--- src/include/rs_defines.svh ---
`ifndef RS_DEFINES_SVH
`define RS_DEFINES_SVH

// sizing of the out-of-order core
// every width in the package and the modules is derived from these

// data path width, results wrap at this many bits
`define RS_XLEN 32

// architectural registers seen by the instruction stream
`define RS_NUM_REGS 8

// result tag width, 16 tags outnumber the producers that can be in flight
// (station depth, one in the ALU, one being accepted) so a pending tag is
// never handed out a second time
`define RS_TAG_LEN 4

// reservation station slots
`define RS_NUM_ENTRIES 8

// cycles from the issue edge to the multiply broadcast
`define RS_MUL_CYCLES 4

`endif

--- src/hdl/rs_pkg.sv ---
`include "rs_defines.svh"

package rs_pkg;

    typedef logic [$clog2(`RS_NUM_REGS)-1:0]    reg_idx_t; // architectural register number
    typedef logic [`RS_TAG_LEN-1:0]             tag_t;     // name of a pending result
    typedef logic [$clog2(`RS_NUM_ENTRIES)-1:0] age_t;     // 0 is the oldest entry

    // ALU operations, the encoding fits one three bit word
    typedef enum logic [2:0] {
        ALU_ADD,
        ALU_SUB,
        ALU_AND,
        ALU_OR,
        ALU_XOR,
        ALU_SLL,
        ALU_MUL
    } alu_func_e;

    // one operand word, holding the value once the source is known and the
    // producer tag while it is still in flight
    typedef union packed {
        logic [`RS_XLEN-1:0] value;
        struct packed {
            logic [`RS_XLEN-`RS_TAG_LEN-1:0] pad; // kept at zero
            tag_t                            tag;
        } pend;
    } operand_u;

    typedef struct packed {
        alu_func_e           func;
        reg_idx_t            rd;
        reg_idx_t            rs1;
        reg_idx_t            rs2;
        logic                use_imm; // imm stands in for rs2
        logic [`RS_XLEN-1:0] imm;
    } insn_t;

    typedef struct packed {
        logic      valid;
        alu_func_e func;
        tag_t      dst;
        logic      ready1; // op1 holds a value
        logic      ready2; // op2 holds a value
        operand_u  op1;
        operand_u  op2;
        age_t      age;
    } rs_entry_t;

    typedef struct packed {
        alu_func_e           func;
        tag_t                dst;
        logic [`RS_XLEN-1:0] op1;
        logic [`RS_XLEN-1:0] op2;
    } issue_t;

    typedef struct packed {
        logic                valid;
        tag_t                tag;
        logic [`RS_XLEN-1:0] value;
    } bcast_t;

endpackage

--- src/hdl/dispatch_stage.sv ---
`include "rs_defines.svh"

module dispatch_stage (
    input  logic                clk,
    input  logic                reset,
    input  logic                in_valid,
    input  rs_pkg::insn_t       in_insn,
    output logic                in_ready,
    input  logic                rs_full,
    input  rs_pkg::bcast_t      bcast,
    output logic                alloc_valid,
    output rs_pkg::rs_entry_t   alloc_entry,
    input  rs_pkg::reg_idx_t    rd_addr,
    output logic                rd_pending,
    output logic [`RS_XLEN-1:0] rd_value
);
    import rs_pkg::*;

    // register map, a pending entry is waiting for the result named by map_tag
    logic                map_pend  [`RS_NUM_REGS];
    tag_t                map_tag   [`RS_NUM_REGS];
    logic [`RS_XLEN-1:0] map_value [`RS_NUM_REGS];

    tag_t     next_tag;     // tag handed to the next accepted instruction
    logic     accept;
    logic     src1_ready;
    logic     src2_ready;
    operand_u src1_op;
    operand_u src2_op;

    // reads one source through the map, a broadcast in this very cycle
    // would be missed by the station so it is captured here instead
    function automatic void lookup_src(input reg_idx_t r, output logic rdy,
                                       output operand_u op);
        op = '0;
        if (!map_pend[r]) begin
            rdy      = 1'b1;
            op.value = map_value[r];
        end else if (bcast.valid && bcast.tag == map_tag[r]) begin
            rdy      = 1'b1;
            op.value = bcast.value; // producer finishing right now
        end else begin
            rdy         = 1'b0;
            op.pend.tag = map_tag[r];
        end
    endfunction

    // full is judged only here, and nothing is taken while reset is high
    assign in_ready = !reset && !rs_full;
    assign accept   = in_valid && in_ready;

    always_comb begin
        lookup_src(in_insn.rs1, src1_ready, src1_op);
        lookup_src(in_insn.rs2, src2_ready, src2_op);
        if (in_insn.use_imm) begin
            src2_ready    = 1'b1; // immediate never waits
            src2_op       = '0;
            src2_op.value = in_insn.imm;
        end
    end

    // the station fills in the age rank itself
    always_comb begin
        alloc_valid        = accept;
        alloc_entry        = '0;
        alloc_entry.valid  = accept;
        alloc_entry.func   = in_insn.func;
        alloc_entry.dst    = next_tag;
        alloc_entry.ready1 = src1_ready;
        alloc_entry.ready2 = src2_ready;
        alloc_entry.op1    = src1_op;
        alloc_entry.op2    = src2_op;
    end

    always_ff @(posedge clk) begin
        if (reset) begin
            next_tag <= '0;
            for (int i = 0; i < `RS_NUM_REGS; i++) begin
                map_pend[i]  <= 1'b0;
                map_value[i] <= '0; // registers read as zero after reset
            end
        end else begin
            // results land only in entries still waiting on that tag
            for (int i = 0; i < `RS_NUM_REGS; i++) begin
                if (bcast.valid && map_pend[i] && map_tag[i] == bcast.tag) begin
                    map_pend[i]  <= 1'b0;
                    map_value[i] <= bcast.value;
                end
            end
            // renaming comes after the writeback so a new producer wins
            if (accept) begin
                map_pend[in_insn.rd] <= 1'b1;
                map_tag[in_insn.rd]  <= next_tag;
                next_tag             <= next_tag + 1'b1; // wraps through all tags
            end
        end
    end

    assign rd_pending = map_pend[rd_addr];
    assign rd_value   = map_value[rd_addr]; // last committed value, stale while pending

endmodule

--- src/hdl/reservation_station.sv ---
`include "rs_defines.svh"

module reservation_station (
    input  logic              clk,
    input  logic              reset,
    input  logic              alloc_valid,
    input  rs_pkg::rs_entry_t alloc_entry,
    output logic              rs_full,
    input  rs_pkg::bcast_t    bcast,
    input  logic              alu_busy,
    output logic              iss_valid,
    output rs_pkg::issue_t    iss
);
    import rs_pkg::*;

    localparam int N     = `RS_NUM_ENTRIES;
    localparam int IDX_W = $clog2(N);
    localparam int CNT_W = $clog2(N + 1); // occupancy must reach N

    rs_entry_t        entries_q [N];
    rs_entry_t        entries_d [N];
    logic [CNT_W-1:0] occupancy;
    logic [N-1:0]     wake1;     // broadcast supplies op1 of this entry
    logic [N-1:0]     wake2;
    logic [N-1:0]     ready_vec; // both operands known, counting the bypass
    logic [IDX_W-1:0] sel_idx;
    age_t             sel_age;
    logic [IDX_W-1:0] free_idx;
    logic             free_found;
    logic             do_issue;

    // count of live entries, also the age rank the next entry would take
    always_comb begin
        occupancy = '0;
        for (int i = 0; i < N; i++) begin
            if (entries_q[i].valid) begin
                occupancy = occupancy + 1'b1;
            end
        end
    end

    assign rs_full = (occupancy == CNT_W'(N));

    // tag compare against the broadcast, the union is read as a tag here
    always_comb begin
        for (int i = 0; i < N; i++) begin
            wake1[i] = bcast.valid && entries_q[i].valid && !entries_q[i].ready1
                       && entries_q[i].op1.pend.tag == bcast.tag;
            wake2[i] = bcast.valid && entries_q[i].valid && !entries_q[i].ready2
                       && entries_q[i].op2.pend.tag == bcast.tag;
            ready_vec[i] = entries_q[i].valid
                           && (entries_q[i].ready1 || wake1[i])
                           && (entries_q[i].ready2 || wake2[i]);
        end
    end

    // oldest ready entry, ranks are unique among live entries
    always_comb begin
        sel_idx = '0;
        sel_age = '1;
        for (int i = 0; i < N; i++) begin
            if (ready_vec[i] && entries_q[i].age <= sel_age) begin
                sel_idx = IDX_W'(i);
                sel_age = entries_q[i].age;
            end
        end
    end

    // nothing issues while the multiplier holds the ALU
    assign do_issue  = (|ready_vec) && !alu_busy;
    assign iss_valid = do_issue;

    // operands not yet ready can only be waiting on the current broadcast
    always_comb begin
        iss.func = entries_q[sel_idx].func;
        iss.dst  = entries_q[sel_idx].dst;
        iss.op1  = entries_q[sel_idx].ready1 ? entries_q[sel_idx].op1.value : bcast.value;
        iss.op2  = entries_q[sel_idx].ready2 ? entries_q[sel_idx].op2.value : bcast.value;
    end

    // lowest numbered empty slot takes the new entry
    always_comb begin
        free_found = 1'b0;
        free_idx   = '0;
        for (int i = 0; i < N; i++) begin
            if (!entries_q[i].valid && !free_found) begin
                free_found = 1'b1;
                free_idx   = IDX_W'(i);
            end
        end
    end

    always_comb begin
        for (int i = 0; i < N; i++) begin
            entries_d[i] = entries_q[i];
            if (wake1[i]) begin
                entries_d[i].ready1    = 1'b1;
                entries_d[i].op1.value = bcast.value; // tag is replaced by the result
            end
            if (wake2[i]) begin
                entries_d[i].ready2    = 1'b1;
                entries_d[i].op2.value = bcast.value;
            end
            // everything younger than the issued entry moves up one rank
            if (do_issue && entries_q[i].valid && entries_q[i].age > sel_age) begin
                entries_d[i].age = entries_q[i].age - 1'b1;
            end
        end
        if (do_issue) begin
            entries_d[sel_idx].valid = 1'b0;
        end
        // a slot freed by this issue is not reused until the next edge
        if (alloc_valid && free_found) begin
            entries_d[free_idx]       = alloc_entry;
            entries_d[free_idx].valid = 1'b1;
            entries_d[free_idx].age   = age_t'(occupancy - CNT_W'(do_issue));
        end
    end

    always_ff @(posedge clk) begin
        if (reset) begin
            for (int i = 0; i < N; i++) begin
                entries_q[i].valid <= 1'b0;
            end
        end else begin
            entries_q <= entries_d;
        end
    end

endmodule

--- src/hdl/alu_stage.sv ---
`include "rs_defines.svh"

module alu_stage (
    input  logic           clk,
    input  logic           reset,
    input  logic           iss_valid,
    input  rs_pkg::issue_t iss,
    output logic           alu_busy,
    output rs_pkg::bcast_t bcast
);
    import rs_pkg::*;

    localparam int CNT_W   = $clog2(`RS_MUL_CYCLES + 1);
    localparam int SHAMT_W = $clog2(`RS_XLEN);

    logic [CNT_W-1:0]    mul_cnt;   // cycles left before the product is broadcast
    tag_t                mul_tag;
    logic [`RS_XLEN-1:0] mul_value;
    logic [`RS_XLEN-1:0] product;
    logic [`RS_XLEN-1:0] fast_result;

    assign product = iss.op1 * iss.op2; // low half only, wraps like the rest

    always_comb begin
        case (iss.func)
            ALU_ADD: fast_result = iss.op1 + iss.op2;
            ALU_SUB: fast_result = iss.op1 - iss.op2;
            ALU_AND: fast_result = iss.op1 & iss.op2;
            ALU_OR:  fast_result = iss.op1 | iss.op2;
            ALU_XOR: fast_result = iss.op1 ^ iss.op2;
            ALU_SLL: fast_result = iss.op1 << iss.op2[SHAMT_W-1:0];
            default: fast_result = '0; // multiply takes the slow path
        endcase
    end

    assign alu_busy = (mul_cnt != '0);

    always_ff @(posedge clk) begin
        if (reset) begin
            bcast.valid <= 1'b0;
            mul_cnt     <= '0;
        end else begin
            bcast.valid <= 1'b0; // each result is on the bus for one cycle
            if (mul_cnt != '0) begin
                mul_cnt <= mul_cnt - 1'b1;
                if (mul_cnt == CNT_W'(1)) begin
                    bcast <= '{valid: 1'b1, tag: mul_tag, value: mul_value};
                end
            end
            // the station never issues while busy, so the two branches never collide
            if (iss_valid) begin
                if (iss.func == ALU_MUL) begin
                    mul_cnt   <= CNT_W'(`RS_MUL_CYCLES - 1);
                    mul_tag   <= iss.dst;
                    mul_value <= product;
                end else begin
                    bcast <= '{valid: 1'b1, tag: iss.dst, value: fast_result};
                end
            end
        end
    end

endmodule

--- src/hdl/ooo_core_top.sv ---
`include "rs_defines.svh"

module ooo_core_top (
    input  logic                clk,
    input  logic                reset,
    input  logic                in_valid,
    input  rs_pkg::insn_t       in_insn,
    output logic                in_ready,
    output rs_pkg::bcast_t      result,
    input  rs_pkg::reg_idx_t    rd_addr,
    output logic                rd_pending,
    output logic [`RS_XLEN-1:0] rd_value
);
    import rs_pkg::*;

    logic      alloc_valid;
    rs_entry_t alloc_entry;
    logic      rs_full;
    logic      iss_valid;
    issue_t    iss;
    logic      alu_busy;
    bcast_t    bcast;        // result bus, seen by the station, the map and the outside

    assign result = bcast;

    dispatch_stage u_dispatch (
        .clk         (clk),
        .reset       (reset),
        .in_valid    (in_valid),
        .in_insn     (in_insn),
        .in_ready    (in_ready),
        .rs_full     (rs_full),
        .bcast       (bcast),
        .alloc_valid (alloc_valid),
        .alloc_entry (alloc_entry),
        .rd_addr     (rd_addr),
        .rd_pending  (rd_pending),
        .rd_value    (rd_value)
    );

    reservation_station u_rs (
        .clk         (clk),
        .reset       (reset),
        .alloc_valid (alloc_valid),
        .alloc_entry (alloc_entry),
        .rs_full     (rs_full),
        .bcast       (bcast),
        .alu_busy    (alu_busy),
        .iss_valid   (iss_valid),
        .iss         (iss)
    );

    alu_stage u_alu (
        .clk       (clk),
        .reset     (reset),
        .iss_valid (iss_valid),
        .iss       (iss),
        .alu_busy  (alu_busy),
        .bcast     (bcast)
    );

endmodule

--- config.mk ---
export PLATFORM = sky130hd
export DESIGN_NAME = ooo_core_top
export DESIGN_NICKNAME = d
export VERILOG_FILES = /design/src/hdl/rs_pkg.sv /design/src/hdl/dispatch_stage.sv /design/src/hdl/reservation_station.sv /design/src/hdl/alu_stage.sv /design/src/hdl/ooo_core_top.sv
export VERILOG_INCLUDE_DIRS = /design/src /design/src/include
export SDC_FILE = /design/constraint.sdc
export NUM_CORES = 2
export LEC_CHECK = 0
export BUFFER_PORTS_ARGS = -buffer_cell sky130_fd_sc_hd__buf_2
export CAP_MARGIN = 20
export CORE_ASPECT_RATIO = 1.2
export CORE_MARGIN = 4
export CORE_UTILIZATION = 40
export DETAILED_ROUTE_END_ITERATION = 8
export GPL_TIMING_DRIVEN = 0
export MAX_ROUTING_LAYER = met4
export PLACE_DENSITY = 0.54
export SLEW_MARGIN = 5
export SYNTH_ARGS = -nofsm -noshare
export SYNTH_HDL_FRONTEND = slang
export SYNTH_SLANG_ARGS = --single-unit
--- constraint.sdc ---
create_clock -name clk -period 43 [get_ports clk]
set_input_delay 4.3 -clock clk [delete_from_list [all_inputs] [get_ports clk]]
set_output_delay 4.3 -clock clk [all_outputs]
set_load 0.005 [all_outputs]
==> results.yml <==
critical_path:
  r2r_end: "u_alu.mul_value[31]"
  arrival_ns: 31.00
  critPathRequiredTime_ns: 43.51
  path_max_fanout: 11
  path_common_cell: "ha_1"
  path_class: "reg -> reg"
  reg2reg_slack_ns: 12.52
  cp_slowest_stage_delay_ns: 1.01
  r2r_cells: 96
  r2r_start: "u_alu.bcast[34]"
  crit_slowest_cell: "clkbuf_1"
  crit_path_start_kind: "flip-flop"
  cp-end-kind: "flip-flop"
global_route:
  grtUsageMet2_pct: 62.9
  grt_use_met3_pct: 8.92
  grt.busiest_layer: "met2"
  grt_max_degree: 61
  grt.overflow.total: 0
  grt_antenna_before_repair: 23
  use_met1_pct: 43.7
  grt_pass1_vias: 71400
  grt_pass1_wl_um: 574000
  grt_usage_pct: 40.5
final_layout:
  syn_to_final_growth_pct: 12.8
  fin_nets: 9324
  drive_gt1_share_pct: 13.8
  fillers: 19500
  multiInputGateArea_mm2: 0.0465
  seq_area_mm2: 0.0295
  final_util_pct: 45.4
logic_synthesis:
  yosysTopAreaCellShare_pct: 35.9
  yosysWarnings: 0
  synthesis.area_mm2: 0.0809
  synth_edf_count: 968
  synth-main-ff-cell: "edfxtp_1"
  synth-async-reset-ratio_pct: 0
  synth_area_leader_cell: "edfxtp_1"
  synth_area_per_cell_um2: 9.89
  synth-seq-cells: 992
  yosys-top-cells-area: "edfxtp_1 (36%), fa_1 (10%), mux4_2 (6.0%)"
  synth_cells: 8181
  synth.distinct_cells: 101
  syn_nets: 8920
  yosysSeqAreaShare_pct: 36.5
die:
  core_area_mm2: 0.201
  die_w_um: 418
  initial_core_util_pct: 40.3
  ioPinCount: 122
  die_area_mm2: 0.209
  die_h_um: 501
  core.rowCount: 180
sta:
  post-route-period-util_pct: 70.9
  max_freq_ghz: 0.0328
  maxSlewHeadroom_pct: 12.4
  rsz0062_at_grt: "no"
  fin_crit_ns: 30.48
  tightest_slew_ns: 1.31
  setup_violations: 0
  hold_viol_final: 0
  finClkSkew_ns: 0.0590
  drv_slew: 0
  fin_ws_ns: 12.52
cts:
  numCtsBuffers: 115
  cts_hold_buffers: 0
  clk_pin_slew_ns: 0.08
  clock-sinks: 992
  post_cts.repair.setup_buffers: 0
  post_cts_resized: 0
  clk-insertion-delay-late_ns: 0.81
  cts_tree: "built"
  clock_path_buffers: 3
  cts_root_buf: "clkbuf_16"
  htree_levels: 3
route:
  vias_per_cell: 6.37
  ant_nets: 0
  drc: 0
  drtIter0Drc: 10200
  dr.pass1.iters: 8
  vias: 72300
  drt-total-wl_um: 421000
  routedWlPerCell_um: 37.1
status:
  outcome: "finished, final reports clean"
hold_path:
  worstHoldEndpoint: "u_dispatch.map_pend[6]"
  hold_start: "u_dispatch.map_pend[6]"
  min_path_type: "reg -> reg"
  min_path_cells: 2
placement:
  dp_hpwl_um: 332000
  globalplace.congestion: 1.07
  io_buffers: 116
  preCtsSetupSlack_ns: 13.47
flow_run:
  cap_violations: 0
## worst max-delay path, delay by kind of cell, from the launching register on
family / cells / cell delay [ns]
buffers and inverters: 20 / 10.03
AOI/OAI and AO/OA: 33 / 7.94
adders and majority gates: 18 / 6.22
and+or+nand+nor: 21 / 3.81
muxes: 2 / 1.24
DFF: 1 / 0.55
xor gates and xnor gates: 2 / 0.26
## cell usage after synthesis (10+ instances only)
cell type / number
o21a_1: 16
nor3_1: 71
clkbuf_1: 488
o21ai_0: 355
o21bai_1: 13
ha_1: 279
buf_1: 91
edfxtp_1: 968
mux2i_1: 233
a21oi_1: 604
mux4_2: 215
and2_1: 43
or3_1: 26
nand2b_1: 19
nand4_1: 32
o221ai_1: 20
a31o_2: 11
o211ai_1: 194
a21o_1: 31
xor2_1: 80
buf_4: 15
nor2_1: 947
o31ai_1: 10
nand2_1: 872
o22ai_1: 101
a221oi_1: 14
a31oi_1: 61
mux2_2: 324
a211oi_1: 225
a22oi_1: 39
buf_2: 52
dfxtp_1: 24
and3_1: 18
o21ai_1: 16
nand3_1: 85
inv_1: 623
xnor2_1: 194
nor4_1: 26
fa_1: 409
nor2b_1: 144
clkinv_1: 20
## registers in the layout, indices dropped and copies added (netlist names)
signal                count
u_alu.bcast              37
u_alu.mul_cnt             3
u_alu.mul_tag             4
u_alu.mul_value          32
u_dispatch.map_pend       8
u_dispatch.map_tag       32
u_dispatch.map_value    256
u_dispatch.next_tag       4
u_rs.entries_q          616
## final cells by class
cell class | count | area share, %
Buffer | 651 | 2.87
Tap cell | 2639 | 3.62
Clock inverter | 81 | 1.07
Clock buffer | 134 | 3.26
Multi-Input combinational cell | 5887 | 51.0
Timing Repair Buffer | 287 | 3.06
Sequential cell | 992 | 32.4
Inverter | 651 | 2.68
Antenna cell | 19 | 0.0521
## stage by stage
step	hold slack (ns)	cells	area (um^2)	TNS [ns]
4_1_cts	0.535	11300	90700	0
5_1_grt	0.584	11300	91200	0
2_1_floorplan	0.459	8181	80900	0
3_3_place_gp	0.492	10900	84800	-737.03
3_5_place_dp	0.526	11100	86800	0
6_report	0.542	11300	91200	0
## cell families (layout without fill, tap and decap cells)
| kind of cell | Yosys count | after routing | synth area share, % |
|---|---|---|---|
| AOI/OAI and AO/OA | 1814 | 1814 | 14.0 |
| xor gates and xnor gates | 276 | 276 | 3.01 |
| adders and majority gates | 691 | 691 | 14.5 |
| buffers and inverters | 1302 | 1804 | 6.24 |
| DFF | 992 | 992 | 36.5 |
| muxes | 776 | 776 | 13.4 |
| other | 0 | 19 | 0 |
| and+or+nand+nor | 2330 | 2330 | 12.3 |
## layout by cell type (no fill, tap or decap), types with 225 or more instances in the layout
cell / Yosys / routed
a211oi_1: 225 / 225
a21oi_1: 604 / 602
clkbuf_1: 488 / 499
edfxtp_1: 968 / 968
fa_1: 409 / 409
ha_1: 279 / 279
inv_1: 623 / 622
mux2_2: 324 / 324
nand2_1: 872 / 866
nor2_1: 947 / 946
o21ai_0: 355 / 352
## routing by layer
| layer | vias to the layer above | wire (um) |
|---|---|---|
| met3 | 1594 | 37500 |
| met4 | 0 | 47300 |
| met1 | 36100 | 144000 |
| met2 | 4739 | 192000 |
| li1 | 29900 | - |
| met5 | - | 0 |
## how the worst max path moves through the flow
stage | startpoint | slack [ns] | end | depth (start not counted)
floorplan | reset | 13.10 | u_dispatch.map_value[0][0] | 3
global placement | reset | -3.94 | u_dispatch.map_value[4][17] | 4
detailed placement | u_alu.bcast[34] | 13.47 | u_alu.mul_value[31] | 96
CTS | u_alu.bcast[34] | 13.33 | u_alu.mul_value[31] | 96
global route | u_alu.bcast[34] | 12.02 | u_alu.mul_value[31] | 98
finish | u_alu.bcast[34] | 12.52 | u_alu.mul_value[31] | 96
Power is not shown: default switching activity piles up to over one toggle a cycle in this logic, so the estimate is an artifact.
